--- src/rtl/token_pkg.sv ---
// ~~~~~~~~~~~~~~~~~~~~
// token engine sizes, requester slots,
// pass phase encoding and lane vector type
// ~~~~~~~~~~~~~~~~~~~~

package token_pkg;

    // array and bus sizes
    localparam int NUM_LANE     = 4;
    localparam int WORD_W       = 32;
    localparam int ADDR_W       = 32;
    localparam int WEB_W        = 4;
    localparam int WORD_BYTES   = 4;    // byte step between words
    localparam int LEN_W        = 8;    // per-lane ifmap word count

    // weight block, one word per lane
    localparam int WEIGHT_WORDS = 4;
    localparam int WCNT_W       = $clog2(WEIGHT_WORDS + 1);

    // GLB requester slots, lower slot wins
    localparam int NUM_REQ      = 1 + 2 * NUM_LANE;
    localparam int REQ_IDX_W    = $clog2(NUM_REQ);
    localparam int WEIGHT_SLOT  = 0;
    localparam int OPSUM_SLOT   = 1;              // first opsum lane
    localparam int IFMAP_SLOT   = 1 + NUM_LANE;   // first ifmap lane

    typedef enum logic [1:0] {
        IDLE,
        WEIGHT,   // weight block load
        FILL,     // ifmap fifo fill
        DRAIN     // opsum write back
    } pass_phase_t;

    typedef logic [NUM_LANE-1:0] lane_vec_t;

endpackage

--- src/rtl/glb_req_if.sv ---
// ~~~~~~~~~~~~~~~~~~~~
// one requester's GLB access and its grant
// ~~~~~~~~~~~~~~~~~~~~
`timescale 1ns/100ps

interface glb_req_if import token_pkg::*; #(
    parameter int AW = ADDR_W,
    parameter int DW = WORD_W,
    parameter int BW = WEB_W
) ();

    logic          req;     // held until gnt seen at an edge
    logic          we;      // 1 write, 0 read
    logic [AW-1:0] addr;
    logic [DW-1:0] wdata;
    logic [BW-1:0] web;
    logic          gnt;     // the granted edge performs the access

    modport requester (output req, we, addr, wdata, web, input gnt);

    modport arbiter (input req, we, addr, wdata, web, output gnt);

endinterface

--- src/rtl/lane_fifo_ctrl.sv ---
// ~~~~~~~~~~~~~~~~~~~~
// per-lane ifmap fetch counters
// opsum pop, capture and write back
// ~~~~~~~~~~~~~~~~~~~~
`timescale 1ns/100ps

module lane_fifo_ctrl import token_pkg::*; (
    input  logic              clk,
    input  logic              rst_n_i,

    input  pass_phase_t       phase_i,
    input  logic [ADDR_W-1:0] ifmap_base_addr_i,
    input  logic [ADDR_W-1:0] lane_stride_i,
    input  logic [LEN_W-1:0]  tile_len_i,
    input  logic [ADDR_W-1:0] opsum_base_addr_i,

    input  lane_vec_t         fill_push_i,
    input  logic [WORD_W-1:0] glb_read_data_i,
    input  lane_vec_t         ifmap_fifo_full_i,
    input  lane_vec_t         opsum_fifo_empty_i,
    input  logic [WORD_W-1:0] opsum_fifo_data_i,

    glb_req_if.requester      ifmap_req [NUM_LANE],
    glb_req_if.requester      opsum_req [NUM_LANE],

    output lane_vec_t         ifmap_fifo_push_o,
    output logic [WORD_W-1:0] ifmap_fifo_push_data_o,
    output lane_vec_t         opsum_fifo_pop_o,
    output logic              fill_done_o,
    output logic              drain_done_o
);

    lane_vec_t lane_filled;    // every ifmap word returned
    lane_vec_t lane_written;   // opsum write granted
    lane_vec_t pop_cand;
    lane_vec_t pop_pick;
    lane_vec_t pop_q;
    lane_vec_t cap_q;          // opsum data valid this cycle
    lane_vec_t popped_q;

    // returning ifmap word is pushed in the cycle it arrives
    assign ifmap_fifo_push_o      = fill_push_i;
    assign ifmap_fifo_push_data_o = glb_read_data_i;
    assign opsum_fifo_pop_o       = pop_q;

    genvar l;
    for (l = 0; l < NUM_LANE; l++) begin : g_lane
        logic [LEN_W-1:0]  iss_cnt;
        logic [LEN_W-1:0]  ret_cnt;
        logic [ADDR_W-1:0] lane_base;
        logic [WORD_W-1:0] opsum_word;
        logic              wr_pend;
        logic              wr_done;

        assign lane_base = ifmap_base_addr_i + ADDR_W'(l) * lane_stride_i;

        // one read in flight per lane so a full flag is never overrun
        assign ifmap_req[l].req   = (phase_i == FILL) && (iss_cnt < tile_len_i)
                                    && (iss_cnt == ret_cnt) && !ifmap_fifo_full_i[l];
        assign ifmap_req[l].we    = 1'b0;
        assign ifmap_req[l].addr  = lane_base + ADDR_W'(iss_cnt) * ADDR_W'(WORD_BYTES);
        assign ifmap_req[l].wdata = '0;
        assign ifmap_req[l].web   = '0;

        always_ff @(posedge clk) begin
            if (!rst_n_i) begin
                iss_cnt <= '0;
                ret_cnt <= '0;
            end else if (phase_i == IDLE) begin
                iss_cnt <= '0;
                ret_cnt <= '0;
            end else begin
                if (ifmap_req[l].gnt) begin
                    iss_cnt <= iss_cnt + 1'b1;
                end
                if (fill_push_i[l]) begin
                    ret_cnt <= ret_cnt + 1'b1;
                end
            end
        end

        always_ff @(posedge clk) begin
            if (cap_q[l]) begin
                opsum_word <= opsum_fifo_data_i;
            end
        end

        always_ff @(posedge clk) begin
            if (!rst_n_i) begin
                wr_pend <= 1'b0;
                wr_done <= 1'b0;
            end else if (phase_i == IDLE) begin
                wr_pend <= 1'b0;
                wr_done <= 1'b0;
            end else if (cap_q[l]) begin
                wr_pend <= 1'b1;
            end else if (opsum_req[l].gnt) begin
                wr_pend <= 1'b0;
                wr_done <= 1'b1;
            end
        end

        assign opsum_req[l].req   = wr_pend;
        assign opsum_req[l].we    = 1'b1;
        assign opsum_req[l].addr  = opsum_base_addr_i + ADDR_W'(l) * ADDR_W'(WORD_BYTES);
        assign opsum_req[l].wdata = opsum_word;
        assign opsum_req[l].web   = '1;

        assign lane_filled[l]  = (ret_cnt == tile_len_i);
        assign lane_written[l] = wr_done;
    end

    // opsum data bus is shared, so one pop at a time, lowest lane first
    assign pop_cand = ~popped_q & ~opsum_fifo_empty_i;
    assign pop_pick = pop_cand & (~pop_cand + 1'b1);

    always_ff @(posedge clk) begin
        if (!rst_n_i) begin
            pop_q    <= '0;
            cap_q    <= '0;
            popped_q <= '0;
        end else begin
            cap_q <= pop_q;   // fifo shows the word one cycle after the pop
            if ((phase_i == DRAIN) && (pop_q == '0)) begin
                pop_q    <= pop_pick;
                popped_q <= popped_q | pop_pick;
            end else begin
                pop_q <= '0;
            end
            if (phase_i == IDLE) begin
                popped_q <= '0;
            end
        end
    end

    assign fill_done_o  = (phase_i == FILL) && (&lane_filled);
    assign drain_done_o = (phase_i == DRAIN) && (&lane_written);

endmodule

--- src/rtl/pass_controller.sv ---
// ~~~~~~~~~~~~~~~~~~~~
// pass phase FSM
// IDLE -> WEIGHT -> FILL -> DRAIN -> IDLE
// ~~~~~~~~~~~~~~~~~~~~
`timescale 1ns/100ps

module pass_controller import token_pkg::*; (
    input  logic        clk,
    input  logic        rst_n_i,

    input  logic        pass_start_i,
    input  logic        weight_done_i,
    input  logic        fill_done_i,
    input  logic        drain_done_i,

    output pass_phase_t phase_o,
    output logic        pass_done_o
);

    pass_phase_t phase_q;
    pass_phase_t phase_d;

    // each phase only leaves on its own done pulse
    always_comb begin
        phase_d = phase_q;
        case (phase_q)
            IDLE: begin
                if (pass_start_i) begin
                    phase_d = WEIGHT;
                end
            end
            WEIGHT: begin
                if (weight_done_i) begin
                    phase_d = FILL;
                end
            end
            FILL: begin
                if (fill_done_i) begin
                    phase_d = DRAIN;
                end
            end
            DRAIN: begin
                if (drain_done_i) begin
                    phase_d = IDLE;
                end
            end
            default: begin
                phase_d = IDLE;
            end
        endcase
    end

    always_ff @(posedge clk) begin
        if (!rst_n_i) begin
            phase_q     <= IDLE;
            pass_done_o <= 1'b0;
        end else begin
            phase_q     <= phase_d;
            pass_done_o <= (phase_q == DRAIN) && drain_done_i; // same edge as return to IDLE
        end
    end

    assign phase_o = phase_q;

endmodule

--- src/rtl/token_arbiter.sv ---
// ~~~~~~~~~~~~~~~~~~~~
// fixed-priority GLB arbiter
// read return steering
// ~~~~~~~~~~~~~~~~~~~~
`timescale 1ns/100ps

module token_arbiter import token_pkg::*; (
    input  logic              clk,
    input  logic              rst_n_i,

    glb_req_if.arbiter        weight_req,
    glb_req_if.arbiter        ifmap_req [NUM_LANE],
    glb_req_if.arbiter        opsum_req [NUM_LANE],

    output logic              glb_read_o,
    output logic [ADDR_W-1:0] glb_addr_o,
    output logic [WEB_W-1:0]  glb_web_o,
    output logic [WORD_W-1:0] glb_write_data_o,

    output logic              weight_rdata_valid_o,
    output lane_vec_t         fill_push_o
);

    // all requesters flattened into slots: weight, opsum lanes, ifmap lanes
    logic [NUM_REQ-1:0]   req_vec;
    logic [NUM_REQ-1:0]   we_vec;
    logic [NUM_REQ-1:0]   gnt_vec;
    logic [ADDR_W-1:0]    addr_arr  [NUM_REQ];
    logic [WORD_W-1:0]    wdata_arr [NUM_REQ];
    logic [WEB_W-1:0]     web_arr   [NUM_REQ];
    logic [REQ_IDX_W-1:0] sel;
    logic                 any_req;

    assign req_vec[WEIGHT_SLOT]   = weight_req.req;
    assign we_vec[WEIGHT_SLOT]    = weight_req.we;
    assign addr_arr[WEIGHT_SLOT]  = weight_req.addr;
    assign wdata_arr[WEIGHT_SLOT] = weight_req.wdata;
    assign web_arr[WEIGHT_SLOT]   = weight_req.web;
    assign weight_req.gnt         = gnt_vec[WEIGHT_SLOT];

    genvar l;
    for (l = 0; l < NUM_LANE; l++) begin : g_slot
        assign req_vec[OPSUM_SLOT+l]   = opsum_req[l].req;
        assign we_vec[OPSUM_SLOT+l]    = opsum_req[l].we;
        assign addr_arr[OPSUM_SLOT+l]  = opsum_req[l].addr;
        assign wdata_arr[OPSUM_SLOT+l] = opsum_req[l].wdata;
        assign web_arr[OPSUM_SLOT+l]   = opsum_req[l].web;
        assign opsum_req[l].gnt        = gnt_vec[OPSUM_SLOT+l];

        assign req_vec[IFMAP_SLOT+l]   = ifmap_req[l].req;
        assign we_vec[IFMAP_SLOT+l]    = ifmap_req[l].we;
        assign addr_arr[IFMAP_SLOT+l]  = ifmap_req[l].addr;
        assign wdata_arr[IFMAP_SLOT+l] = ifmap_req[l].wdata;
        assign web_arr[IFMAP_SLOT+l]   = ifmap_req[l].web;
        assign ifmap_req[l].gnt        = gnt_vec[IFMAP_SLOT+l];
    end

    assign any_req = |req_vec;
    assign gnt_vec = req_vec & (~req_vec + 1'b1);   // lowest slot only

    always_comb begin
        sel = '0;
        for (int i = NUM_REQ - 1; i >= 0; i--) begin
            if (req_vec[i]) begin
                sel = REQ_IDX_W'(i);
            end
        end
    end

    assign glb_read_o       = any_req && !we_vec[sel];
    assign glb_web_o        = (any_req && we_vec[sel]) ? web_arr[sel] : '0;
    assign glb_addr_o       = addr_arr[sel];
    assign glb_write_data_o = wdata_arr[sel];

    // read data comes back the cycle after the grant edge
    always_ff @(posedge clk) begin
        if (!rst_n_i) begin
            weight_rdata_valid_o <= 1'b0;
            fill_push_o          <= '0;
        end else begin
            weight_rdata_valid_o <= gnt_vec[WEIGHT_SLOT] & ~we_vec[WEIGHT_SLOT];
            fill_push_o          <= gnt_vec[IFMAP_SLOT +: NUM_LANE]
                                    & ~we_vec[IFMAP_SLOT +: NUM_LANE];
        end
    end

endmodule

--- src/rtl/token_engine.sv ---
// ~~~~~~~~~~~~~~~~~~~~
// token engine top level
// ~~~~~~~~~~~~~~~~~~~~
`timescale 1ns/100ps

module token_engine import token_pkg::*; (
    input  logic              clk,
    input  logic              rst_n_i,

    input  logic              pass_start_i,
    output logic              pass_done_o,

    input  logic [ADDR_W-1:0] weight_base_addr_i,
    input  logic [ADDR_W-1:0] ifmap_base_addr_i,
    input  logic [ADDR_W-1:0] lane_stride_i,
    input  logic [LEN_W-1:0]  tile_len_i,
    input  logic [ADDR_W-1:0] opsum_base_addr_i,

    // GLB
    input  logic [WORD_W-1:0] glb_read_data_i,
    output logic              glb_read_o,
    output logic [ADDR_W-1:0] glb_addr_o,
    output logic [WEB_W-1:0]  glb_web_o,
    output logic [WORD_W-1:0] glb_write_data_o,

    // PE weights
    output logic [WORD_W-1:0] weight_data_o,
    output lane_vec_t         weight_load_en_o,

    // lane fifos
    output lane_vec_t         ifmap_fifo_push_o,
    output logic [WORD_W-1:0] ifmap_fifo_push_data_o,
    input  lane_vec_t         ifmap_fifo_full_i,
    output lane_vec_t         opsum_fifo_pop_o,
    input  logic [WORD_W-1:0] opsum_fifo_data_i,
    input  lane_vec_t         opsum_fifo_empty_i
);

    pass_phase_t phase;
    logic        weight_done;
    logic        fill_done;
    logic        drain_done;
    logic        weight_rdata_valid;
    lane_vec_t   fill_push;

    glb_req_if weight_req ();
    glb_req_if ifmap_req [NUM_LANE] ();
    glb_req_if opsum_req [NUM_LANE] ();

    pass_controller u_pass_controller (
        .clk           (clk),
        .rst_n_i       (rst_n_i),
        .pass_start_i  (pass_start_i),
        .weight_done_i (weight_done),
        .fill_done_i   (fill_done),
        .drain_done_i  (drain_done),
        .phase_o       (phase),
        .pass_done_o   (pass_done_o)
    );

    weight_loader u_weight_loader (
        .clk                (clk),
        .rst_n_i            (rst_n_i),
        .phase_i            (phase),
        .weight_base_addr_i (weight_base_addr_i),
        .rdata_valid_i      (weight_rdata_valid),
        .glb_read_data_i    (glb_read_data_i),
        .glb                (weight_req),
        .weight_data_o      (weight_data_o),
        .weight_load_en_o   (weight_load_en_o),
        .weight_done_o      (weight_done)
    );

    lane_fifo_ctrl u_lane_fifo_ctrl (
        .clk                    (clk),
        .rst_n_i                (rst_n_i),
        .phase_i                (phase),
        .ifmap_base_addr_i      (ifmap_base_addr_i),
        .lane_stride_i          (lane_stride_i),
        .tile_len_i             (tile_len_i),
        .opsum_base_addr_i      (opsum_base_addr_i),
        .fill_push_i            (fill_push),
        .glb_read_data_i        (glb_read_data_i),
        .ifmap_fifo_full_i      (ifmap_fifo_full_i),
        .opsum_fifo_empty_i     (opsum_fifo_empty_i),
        .opsum_fifo_data_i      (opsum_fifo_data_i),
        .ifmap_req              (ifmap_req),
        .opsum_req              (opsum_req),
        .ifmap_fifo_push_o      (ifmap_fifo_push_o),
        .ifmap_fifo_push_data_o (ifmap_fifo_push_data_o),
        .opsum_fifo_pop_o       (opsum_fifo_pop_o),
        .fill_done_o            (fill_done),
        .drain_done_o           (drain_done)
    );

    token_arbiter u_token_arbiter (
        .clk                  (clk),
        .rst_n_i              (rst_n_i),
        .weight_req           (weight_req),
        .ifmap_req            (ifmap_req),
        .opsum_req            (opsum_req),
        .glb_read_o           (glb_read_o),
        .glb_addr_o           (glb_addr_o),
        .glb_web_o            (glb_web_o),
        .glb_write_data_o     (glb_write_data_o),
        .weight_rdata_valid_o (weight_rdata_valid),
        .fill_push_o          (fill_push)
    );

endmodule

--- src/rtl/weight_loader.sv ---
// ~~~~~~~~~~~~~~~~~~~~
// weight block reader and
// lane load-enable steering
// ~~~~~~~~~~~~~~~~~~~~
`timescale 1ns/100ps

module weight_loader import token_pkg::*; (
    input  logic              clk,
    input  logic              rst_n_i,

    input  pass_phase_t       phase_i,
    input  logic [ADDR_W-1:0] weight_base_addr_i,

    input  logic              rdata_valid_i,
    input  logic [WORD_W-1:0] glb_read_data_i,
    glb_req_if.requester      glb,

    output logic [WORD_W-1:0] weight_data_o,
    output lane_vec_t         weight_load_en_o,
    output logic              weight_done_o
);

    logic [WCNT_W-1:0] issue_cnt;   // reads granted so far
    logic [WCNT_W-1:0] ret_cnt;     // words handed to lanes

    // read request, fields only move on a grant
    assign glb.req   = (phase_i == WEIGHT) && (issue_cnt < WCNT_W'(WEIGHT_WORDS));
    assign glb.we    = 1'b0;
    assign glb.addr  = weight_base_addr_i + ADDR_W'(issue_cnt) * ADDR_W'(WORD_BYTES);
    assign glb.wdata = '0;
    assign glb.web   = '0;

    always_ff @(posedge clk) begin
        if (!rst_n_i) begin
            issue_cnt <= '0;
            ret_cnt   <= '0;
        end else if (phase_i == IDLE) begin
            issue_cnt <= '0;  // fresh block every pass
            ret_cnt   <= '0;
        end else begin
            if (glb.gnt) begin
                issue_cnt <= issue_cnt + 1'b1;
            end
            if (rdata_valid_i) begin
                ret_cnt <= ret_cnt + 1'b1;
            end
        end
    end

    // word k goes to lane k
    always_ff @(posedge clk) begin
        if (!rst_n_i) begin
            weight_load_en_o <= '0;
            weight_done_o    <= 1'b0;
        end else begin
            weight_load_en_o <= rdata_valid_i ? (lane_vec_t'(1) << ret_cnt) : '0;
            weight_done_o    <= rdata_valid_i && (ret_cnt == WCNT_W'(WEIGHT_WORDS - 1));
        end
    end

    always_ff @(posedge clk) begin
        if (rdata_valid_i) begin
            weight_data_o <= glb_read_data_i;
        end
    end

endmodule

--- config.mk ---
export PLATFORM = sky130hd
export DESIGN_NAME = token_engine
export DESIGN_NICKNAME = d
export VERILOG_FILES = /design/src/rtl/token_pkg.sv /design/src/rtl/glb_req_if.sv /design/src/rtl/lane_fifo_ctrl.sv /design/src/rtl/pass_controller.sv /design/src/rtl/token_arbiter.sv /design/src/rtl/token_engine.sv /design/src/rtl/weight_loader.sv
export SDC_FILE = /design/constraint.sdc
export NUM_CORES = 1
export LEC_CHECK = 0
export BUFFER_PORTS_ARGS = -buffer_cell sky130_fd_sc_hd__buf_2
export CORE_UTILIZATION = 35
export CTS_CLUSTER_DIAMETER = 150
export DETAILED_ROUTE_END_ITERATION = 10
export PLACE_DENSITY = 0.64
export SLEW_MARGIN = 20
export SYNTH_ARGS = -nofsm -noshare
export SYNTH_HDL_FRONTEND = slang
export SYNTH_HIERARCHICAL = 1
export SYNTH_SLANG_ARGS = --single-unit
--- constraint.sdc ---
create_clock -name clk -period 4 [get_ports clk]
set_input_delay 0.4 -clock clk [delete_from_list [all_inputs] [get_ports clk]]
set_output_delay 0.4 -clock clk [all_outputs]
set_load 0.03 [all_outputs]
==> results of run 1 <==
## stage by stage
step / total power [mW] / instances
floorplan: 8.94 / 3105
global placement: 12.0 / 4477
detailed placement: 12.0 / 4477
CTS: 16.7 / 4596
global route: 17.8 / 4608
finish: 17.0 / 4615
## power groups by stage
| stage | Sequential (mW) | Combinational [mW] | Clock [mW] |
|---|---|---|---|
| 6_report | 2.96 | 11.6 | 2.39 |
| 5_1_grt | 2.97 | 12.3 | 2.54 |
| 4_1_cts | 2.97 | 11.3 | 2.44 |
| 3_5_place_dp | 3.03 | 9.02 | 0 |
| 3_3_place_gp | 3.02 | 8.98 | 0 |
| 2_1_floorplan | 3.08 | 5.87 | 0 |
## cells by family after synthesis
kind of cell / Yosys count
xor+xnor: 300
buf+inv: 581
other cells: 3
flops: 263
compound gates: 488
simple gates: 830
mux: 165
fa+ha+maj: 273
## critical path, delay by kind of cell, from the launching register on
kind                       cells  cell delay (ns)
xor gates and xnor gates       1             0.07
muxes                          1             0.45
buffers and inverters          4             0.60
DFF                            1             0.33
and+or+nand+nor                2             0.09
AOI/OAI and AO/OA              7             1.08
adders and majority gates      3             1.07
## cell type report
| class | count | share of cell area [%] |
|---|---|---|
| clock inverter | 13 | 0.356 |
| sequential | 263 | 19.6 |
| inverter | 163 | 1.74 |
| multi-input combinational | 2262 | 53.6 |
| antenna | 11 | 0.0783 |
| clock buffer | 32 | 1.94 |
| tap | 1030 | 3.67 |
| timing repair buffer | 841 | 19.0 |
## state kept, by name (all words and copies together), names as in the netlist, 32 cells and up
register                          cells
u_weight_loader/weight_data_o        32
u_lane_fifo_ctrl/g_lane.ret_cnt      32
u_lane_fifo_ctrl/g_lane.iss_cnt      32
u_lane_fifo_ctrl/opsum_req.wdata    128
## repair_timing
item                                   CTS  global route
gates cloned                            24             2
setup endpoints to repair               69            69
hold buffers                             1             0
setup buffers                           52            19
resized for setup                      359            86
pin swaps                              131            61
endpoints found under the hold margin    1             0
## synth_stat cells (5+ instances only)
cell type,number,share of area (%)
a2111oi_0,5,0.16
a211oi_1,15,0.42
a21o_1,49,1.4
a21oi_1,170,3.2
a21oi_2,5,0.16
a31oi_1,12,0.28
and2_1,8,0.19
and3_1,31,0.72
buf_1,6,0.084
buf_2,27,0.50
buf_4,290,8.1
clkbuf_1,92,1.3
dfxtp_1,103,7.7
edfxtp_1,160,18
fa_1,59,4.4
ha_1,214,10
inv_1,163,2.3
mux2i_1,58,2.2
mux4_2,107,9.0
nand2_1,169,2.4
nand2b_1,29,0.68
nand3_1,59,1.1
nand4_1,78,1.8
nor2_1,315,4.4
nor2b_1,19,0.44
nor3_1,28,0.52
nor4_1,25,0.58
o21a_1,11,0.31
o21ai_0,63,1.2
o21ai_1,20,0.37
o21bai_1,8,0.22
o22ai_1,71,1.7
o31ai_1,5,0.14
or2_2,6,0.14
or3_1,21,0.49
xnor2_1,187,6.1
xor2_1,113,3.7
## layer usage
metal  GRT usage [%]  vias up  share of wire (%)
met4            7.33       20                3.1
met2            38.8      858                 48
met5               0        -               0.13
met1            28.7    11247                 41
li1                -    11204                  -
met3            3.97      169                7.8
## cell usage in the layout, fill, tap and decap left out, drive strengths merged, types with 29 or more instances in the layout
cell	instances
buf	836
nor2	316
ha	214
conb	205
xnor2	187
a21oi	175
nand2	171
inv	166
edfxtp	160
xor2	113
mux4	107
dfxtp	103
o21ai	83
nand4	79
o22ai	71
nand3	61
fa	59
mux2i	58
a21o	49
clkbuf	34
and3	32
nor3	30
nor4	30
nand2b	29
## worst paths after layout
kind	end	depth (start not counted)	start
setup / recovery	glb_addr_o[26]	18	u_lane_fifo_ctrl/g_lane[2].iss_cnt[0]
hold / removal	u_weight_loader/weight_data_o[16]	1	glb_read_data_i[16]
setup reg to reg	u_lane_fifo_ctrl/g_lane[3].iss_cnt[7]	19	u_lane_fifo_ctrl/g_lane[0].iss_cnt[1]
hold reg to reg	u_lane_fifo_ctrl/opsum_fifo_pop_o[3]	1	u_lane_fifo_ctrl/popped_q[3]
==> results.json, run 1 <==
{
  "status": "finished with violations",
  "violations": "setup timing",
  "cp.required_ns": 3.60,
  "rows": 101,
  "tns_ns": -33.00,
  "multi_input_area_um2": 18800,
  "min_path_type": "in2reg",
  "synth_fa_ha_area_share_pct": 14.4,
  "numCtsBuffers": 25,
  "clock.fmax_ghz": 0.215,
  "leakage_nw": 15.6,
  "pwr-share-seq_pct": 17.5,
  "regArea_um2": 6890,
  "port_buffers": 356,
  "ys_seq_area_share_pct": 25.6,
  "gp_congestion": 0.958,
  "setup_viol": 69,
  "rsz0062_at_grt": "true",
  "max_cap_viol_count": 0,
  "pre_cts_ws_ns": -0.726,
  "synth_top_family_by_area": "simple AND/OR/NAND/NOR gates",
  "clock_power_share_pct": 14.1,
  "grt_pass1_vias": 23030,
  "fin_skew_ns": 0.0111,
  "ys_seq_elements": 263,
  "slowest_stage": "fa_1",
  "min_period_over_period_pct": 116,
  "synthToLayoutAreaGrowth_pct": 31.0,
  "ys_warn_count": 6,
  "route.detailed.drc": 0,
  "placed_area_um2": 31400,
  "ant_nets": 0,
  "grt_overflow": 0,
  "cts.clk_slew.worst_paths_ns": 0.07,
  "period_minus_slack_ns": 4.64,
  "final_util_pct": 46.3,
  "vias": 23498,
  "path_common_cell": "buf_4",
  "post_drt_wl_per_cell_um": 19.7,
  "worst-endpoint-arrival_ns": 4.24,
  "start_util_pct": 35.3,
  "ys_dominant_reg_cell": "edfxtp_1",
  "cp_max_fo": 3,
  "die-area_um2": 77800,
  "clk_latency_ns": 0.56,
  "worst_slack_ns": -0.645,
  "worst_slew_pin_slew_ns": 0.928,
  "p_switching_mw": 7.39,
  "power_density_nw_per_um2": 483,
  "viasPerCell": 5.09,
  "drive_gt1_share_pct": 35.6,
  "combPwrFrac_pct": 68.5,
  "clock_sinks": 263,
  "hold_violations": 0,
  "synthArstFlopShare_pct": 0,
  "synth_compound_area_share_pct": 11.7,
  "core_area_um2": 75900,
  "die_x_um": 279,
  "internal_power_mw": 9.58,
  "track_usage_pct": 22.6,
  "path_cells": "fa_1, ha_2, fa_2, a21oi_4, o211a_1, nor2_2, a31oi_1, buf_4, o41ai_4, buf_4, a21bo_2, a21oi_2, xnor2_1, mux4_2, o22ai_1, buf_4, nor2_2, buf_6",
  "firstDrtPassIters": 5,
  "grt_max_degree": 73,
  "synth_mux_area_share_pct": 11.1,
  "clockBufferDepth": 3,
  "swShare_pct": 43.6,
  "stdcell_area_um2": 35100,
  "ir_worst_vdd_mv": 0.672,
  "antenna_found_initial": 25,
  "cts-root-buf": "clkbuf_16",
  "r2r_slack_ns": 0.45,
  "grt_pass1_wl_um": 135000,
  "worstSetupStartpointType": "flip-flop",
  "cts_tree": "built",
  "final_nets": 4040,
  "synth-edff-count": 160,
  "h-tree-depth": 1,
  "cp-end-kind": "primary output",
  "drtIter0Drc": 1656,
  "wirelength_um": 91100,
  "max_slew_margin_pct": 38.1,
  "nFillCells": 7120,
  "dp.final_hpwl_um": 69500,
  "pin_count": 357,
  "critPathKind": "reg2out",
  "netlist_area_um2": 26800,
  "fin_worst_hold_slack_ns": 0.0322,
  "dieHeight_um": 279,
  "synth_xor_area_share_pct": 9.80,
  "synthSimpleGateAreaFrac_pct": 14.9,
  "synth_cell_types": 96,
  "slew_viol_final": 0,
  "syn_avg_cell_area_um2": 9.24,
  "cp_slowest_stage_delay_ns": 0.45,
  "syn_inst": 2903
}
(Power assumes the default switching activity.)
==> inputs of run 2 (changes only) <==
- CTS_BUF_LIST: unset -> sky130_fd_sc_hd__clkbuf_8 sky130_fd_sc_hd__clkbuf_16
- GPL_TIMING_DRIVEN: unset -> 0
- SKIP_LAST_GASP: unset -> 1
==> results.json, run 2 (synthesis gave the netlist of run 1 again) <==
{
  "grt_pass1_wl_um": 140000,
  "pin_count": 357,
  "route.detailed.drc": 0,
  "worstSetupStartpoint": "u_lane_fifo_ctrl/g_lane[2].iss_cnt[0]",
  "antenna_found_initial": 16,
  "clockBufferDepth": 3,
  "violations": "setup timing",
  "status": "finished with violations",
  "ant_nets": 0,
  "nFillCells": 7143,
  "drtIter0Drc": 2123,
  "power_density_nw_per_um2": 486,
  "worstReg2RegStart": "u_lane_fifo_ctrl/g_lane[0].iss_cnt[1]",
  "dieHeight_um": 279,
  "max_slew_margin_pct": 19.1,
  "numCtsBuffers": 27,
  "min_path_type": "in2reg",
  "grt_overflow": 0,
  "core_area_um2": 75900,
  "r2r-end": "u_lane_fifo_ctrl/g_lane[3].iss_cnt[7]",
  "cp-end-kind": "primary output",
  "cts.clk_slew.worst_paths_ns": 0.07,
  "post_drt_wl_per_cell_um": 20.7,
  "h-tree-depth": 1,
  "clock.fmax_ghz": 0.209,
  "slew_viol_final": 0,
  "wirelength_um": 96100,
  "clk_latency_ns": 0.55,
  "p_switching_mw": 7.82,
  "final_cell_mix": "buf_4, buf_2, nor2_1",
  "period_minus_slack_ns": 4.79,
  "worst_slew_pin_slew_ns": 1.20,
  "track_usage_pct": 23.8,
  "hold_violations": 0,
  "crit_path_end": "glb_addr_o[30]",
  "worstSetupStartpointType": "flip-flop",
  "gp_congestion": 0.999,
  "firstDrtPassIters": 6,
  "layout_commonest_cell": "buf_4",
  "leakage_nw": 15.6,
  "synthToLayoutAreaGrowth_pct": 32.5,
  "setup_viol": 69,
  "dp.final_hpwl_um": 74600,
  "fin_cells": 4630,
  "grt_max_degree": 34,
  "finalPower_mw": 17.3,
  "max_cap_viol_count": 0,
  "r2r_slack_ns": 0.22,
  "clock_power_share_pct": 14.7,
  "rsz0062_at_grt": "true",
  "min_period_over_period_pct": 120,
  "port_buffers": 335,
  "viasPerCell": 5.14,
  "rows": 101,
  "ir_worst_vdd_mv": 0.406,
  "swShare_pct": 45.3,
  "die_x_um": 279,
  "pwr-share-seq_pct": 17.2,
  "placed_area_um2": 30900,
  "cp.required_ns": 3.60,
  "dp.cells": 4475,
  "stdcell_area_um2": 35500,
  "cp_max_fo": 4,
  "worst_slack_ns": -0.793,
  "start_util_pct": 35.3,
  "die-area_um2": 77800,
  "vias": 23794,
  "final_util_pct": 46.8,
  "internal_power_mw": 9.45,
  "worst-endpoint-arrival_ns": 4.39,
  "critPathKind": "reg2out",
  "grt_pass1_vias": 22544,
  "fin_worst_hold_slack_ns": 0.0345,
  "clock_sinks": 263,
  "fin_skew_ns": 0.0106,
  "drive_gt1_share_pct": 35.9,
  "final_nets": 4063,
  "combPwrFrac_pct": 68.1,
  "worstRegToRegCells": 18,
  "largest_reg_flops": 128,
  "cts-root-buf": "clkbuf_16",
  "cts_tree": "built"
}
==> run 2: worst max-delay path: stages, from the launching register on <==
cell     delay (ns)
dfxtp_4        0.37
fa_1           0.55
ha_4           0.16
fa_2           0.23
a21oi_2        0.07
o211a_1        0.27
nor2_4         0.17
a31oi_4        0.14
o41ai_4        0.33
nand2_1        0.16
o31a_1         0.29
xnor2_2        0.16
mux4_2         0.50
o22ai_4        0.21
nor2_4         0.07
buf_6          0.14
==> run 2: repair_timing <==
action,CTS,global route
endpoints found under the hold margin,1,0
resized for setup,486,197
cloned,11,5
pin swaps,126,101
setup endpoints to repair,70,71
hold buffers,1,0
buffers inserted,61,35
==> run 2: worst min-delay path by stage <==
stage / start / to / slack, ns / cells after the start
2_1_floorplan: u_lane_fifo_ctrl/popped_q[3] / u_lane_fifo_ctrl/opsum_fifo_pop_o[3] / 0.40 / 1
3_3_place_gp: u_lane_fifo_ctrl/popped_q[3] / u_lane_fifo_ctrl/opsum_fifo_pop_o[3] / 0.42 / 1
3_5_place_dp: u_lane_fifo_ctrl/popped_q[3] / u_lane_fifo_ctrl/opsum_fifo_pop_o[3] / 0.43 / 1
4_1_cts: glb_read_data_i[0] / u_weight_loader/weight_data_o[0] / 0.007 / 1
5_1_grt: glb_read_data_i[15] / u_weight_loader/weight_data_o[15] / 0.02 / 1
6_report: glb_read_data_i[25] / u_weight_loader/weight_data_o[25] / 0.03 / 1
==> run 2: layout make-up <==
| cell class | instances | area [um2] | share of cell area, % |
|---|---|---|---|
| tap | 1030 | 1290 | 3.63 |
| sequential | 263 | 6950 | 19.5 |
| clock buffer | 28 | 701 | 1.97 |
| antenna | 3 | 7.51 | 0.0211 |
| multi-input combinational | 2261 | 19100 | 53.8 |
| timing repair buffer | 448 | 3450 | 9.69 |
| clock inverter | 19 | 173 | 0.486 |
| inverter | 163 | 616 | 1.73 |
| buffer | 415 | 3240 | 9.12 |
==> run 2: stage by stage <==
stage / worst slack, ns / setup TNS (ns)
finish: -0.793 / -37.28
global route: -0.839 / -46.77
detailed placement: -1.51 / -90.54
global placement: -1.74 / -94.97
floorplan: -0.132 / -0.438
CTS: -0.819 / -45.84
==> run 2: power groups by stage <==
stage,logic [mW],registers (mW),clock network [mW]
after detailed placement,8.60,3.04,0
after floorplan,5.87,3.08,0
final,11.8,2.97,2.54
after CTS,11.0,2.97,2.60
after global placement,8.55,3.06,0
after global routing,12.3,2.98,2.71
==> run 2: per-layer routing <==
metal	up-vias	track usage, %	wire length (um)
li1	11250	-	-
met1	11391	30.9	39600
met2	970	39.8	44900
met3	157	4.74	8630
met4	26	7.03	2690
met5	-	0	152
==> inputs of run 3 (changes only) <==
- BUFFER_PORTS_ARGS: -buffer_cell sky130_fd_sc_hd__buf_2 -> -buffer_cell sky130_fd_sc_hd__buf_4
==> results.json, run 3 (synthesis gave the netlist of run 1 again) <==
{
  "clock.fmax_ghz": 0.213,
  "worstReg2RegStart": "u_lane_fifo_ctrl/g_lane[0].iss_cnt[2]",
  "worstRegToRegCells": 17,
  "hp-start": "opsum_fifo_empty_i[2]",
  "dp.final_hpwl_um": 75000,
  "drtIter0Drc": 1862,
  "max_cap_viol_count": 0,
  "min_path_type": "in2reg",
  "largest_reg_flops": 128,
  "ant_nets": 0,
  "status": "finished with violations",
  "final_cell_mix": "buf_4, nor2_1, conb_1",
  "dieHeight_um": 279,
  "grt_overflow": 0,
  "clockBufferDepth": 3,
  "critPathKind": "reg2out",
  "hold_end": "u_lane_fifo_ctrl/opsum_fifo_pop_o[2]",
  "cp.required_ns": 3.60,
  "cp-end-kind": "primary output",
  "regArea_um2": 6950,
  "cts.clk_slew.worst_paths_ns": 0.06,
  "min_path_cells": 2,
  "rsz0062_at_grt": "true",
  "power_density_nw_per_um2": 487,
  "ir_worst_vdd_mv": 0.568,
  "cts-root-buf": "clkbuf_16",
  "start_util_pct": 35.3,
  "r2r_slack_ns": 0.19,
  "gp_congestion": 0.991,
  "max_slew_margin_pct": 13.6,
  "numCtsBuffers": 27,
  "firstDrtPassIters": 6,
  "slew_viol_final": 0,
  "cts_tree": "built",
  "die-area_um2": 77800,
  "viasPerCell": 5.16,
  "h-tree-depth": 1,
  "pin_count": 357,
  "antenna_found_initial": 11,
  "grt_pass1_wl_um": 143000,
  "worstSetupStartpointType": "flip-flop",
  "worst_slew_pin_slew_ns": 1.28,
  "fin_skew_ns": 0.0109,
  "clock_sinks": 263,
  "hold_violations": 0,
  "grt_pass1_vias": 23096,
  "die_x_um": 279,
  "setup_viol": 69,
  "layout_commonest_cell": "buf_4",
  "route.detailed.drc": 0,
  "drive_gt1_share_pct": 36.3,
  "port_buffers": 335,
  "violations": "setup timing",
  "wirelength_um": 98100,
  "worst_slack_ns": -0.701,
  "min_period_over_period_pct": 118,
  "post_drt_wl_per_cell_um": 21.1,
  "track_usage_pct": 24.3,
  "vias": 23981,
  "rows": 101,
  "worst-endpoint-arrival_ns": 4.30,
  "clk_latency_ns": 0.55,
  "r2r-end": "u_lane_fifo_ctrl/g_lane[3].iss_cnt[7]",
  "period_minus_slack_ns": 4.70,
  "multi_input_area_um2": 19100,
  "grt_max_degree": 35,
  "final_nets": 4081,
  "leakage_nw": 16.0,
  "tns_ns": -38.42,
  "core_area_um2": 75900,
  "nFillCells": 7028,
  "synthToLayoutAreaGrowth_pct": 36.2,
  "finalPower_mw": 17.8,
  "cp_max_fo": 3
}
==> run 3: timing repair <==
| item | CTS | global route |
|---|---|---|
| hold buffers | 1 | 0 |
| pin swaps | 111 | 123 |
| gates resized for setup | 430 | 167 |
| gates cloned | 16 | 4 |
| endpoints found under the hold margin | 1 | 0 |
| buffers inserted | 70 | 42 |
| setup endpoints to repair | 70 | 71 |
==> run 3: metal layers <==
metal  share of wire (%)  global-route usage, %  wire length, um
met1                  41                   31.6            40500
met5                0.11                      0              105
met3                 8.3                   4.74             8150
met4                 3.3                   7.59             3260
met2                  47                   40.3            46000
==> run 3: metrics by stage <==
step / area (um2) / util (%) / std cells / hold slack [ns] / worst slack [ns]
2_1_floorplan: 27900 / - / 3105 / 0.399 / -0.132
3_3_place_gp: 31700 / 41.7 / 4470 / 0.426 / -1.77
3_5_place_dp: 31800 / 41.8 / 4475 / 0.422 / -1.65
4_1_cts: 35600 / 46.9 / 4610 / 0.00211 / -0.721
5_1_grt: 36500 / 48.1 / 4650 / 0.0133 / -0.796
6_report: 36500 / 48.1 / 4650 / 0.0249 / -0.701
==> run 3: worst max-delay path, stage by stage, from the launching register on <==
cell and delay [ns]:
dfxtp_4 0.38, fa_2 0.46, ha_4 0.19, fa_2 0.42
a21oi_4 0.16, o211a_1 0.26, nor2_4 0.06, a31oi_4 0.27
o41ai_4 0.10, buf_4 0.15, a21bo_2 0.19, a21oi_2 0.13
xnor2_1 0.08, mux4_2 0.50, o22ai_4 0.20, nor2_2 0.07
buf_6 0.14
==> run 3: power breakdown <==
part / total [mW] / leakage (nW) / switching [mW] / internal [mW]
Sequential: 2.97 / 2.29 / 0.0533 / 2.92
Clock: 2.80 / 0.487 / 1.09 / 1.71
Combinational: 12.0 / 13.2 / 6.76 / 5.26
==> run 3: cell type report <==
class	count	share of cell area, %
Clock buffer	32	2.04
Antenna cell	3	0.0206
Inverter	163	1.69
Timing Repair Buffer	467	11.7
Tap cell	1030	3.53
Multi-Input combinational cell	2261	52.4
Buffer	414	8.91
Clock inverter	17	0.668
Sequential cell	263	19.0
==> run 3: worst max-delay path by stage <==
stage / startpoint / endpoint / slack (ns)
floorplan: tile_len_i[1] / glb_web_o[0] / -0.13
global placement: tile_len_i[1] / glb_read_o / -1.77
detailed placement: tile_len_i[1] / glb_addr_o[0] / -1.65
CTS: u_lane_fifo_ctrl/g_lane[2].iss_cnt[0] / glb_addr_o[26] / -0.72
global route: u_lane_fifo_ctrl/g_lane[2].iss_cnt[0] / glb_addr_o[26] / -0.80
finish: u_lane_fifo_ctrl/g_lane[2].iss_cnt[0] / glb_addr_o[26] / -0.70
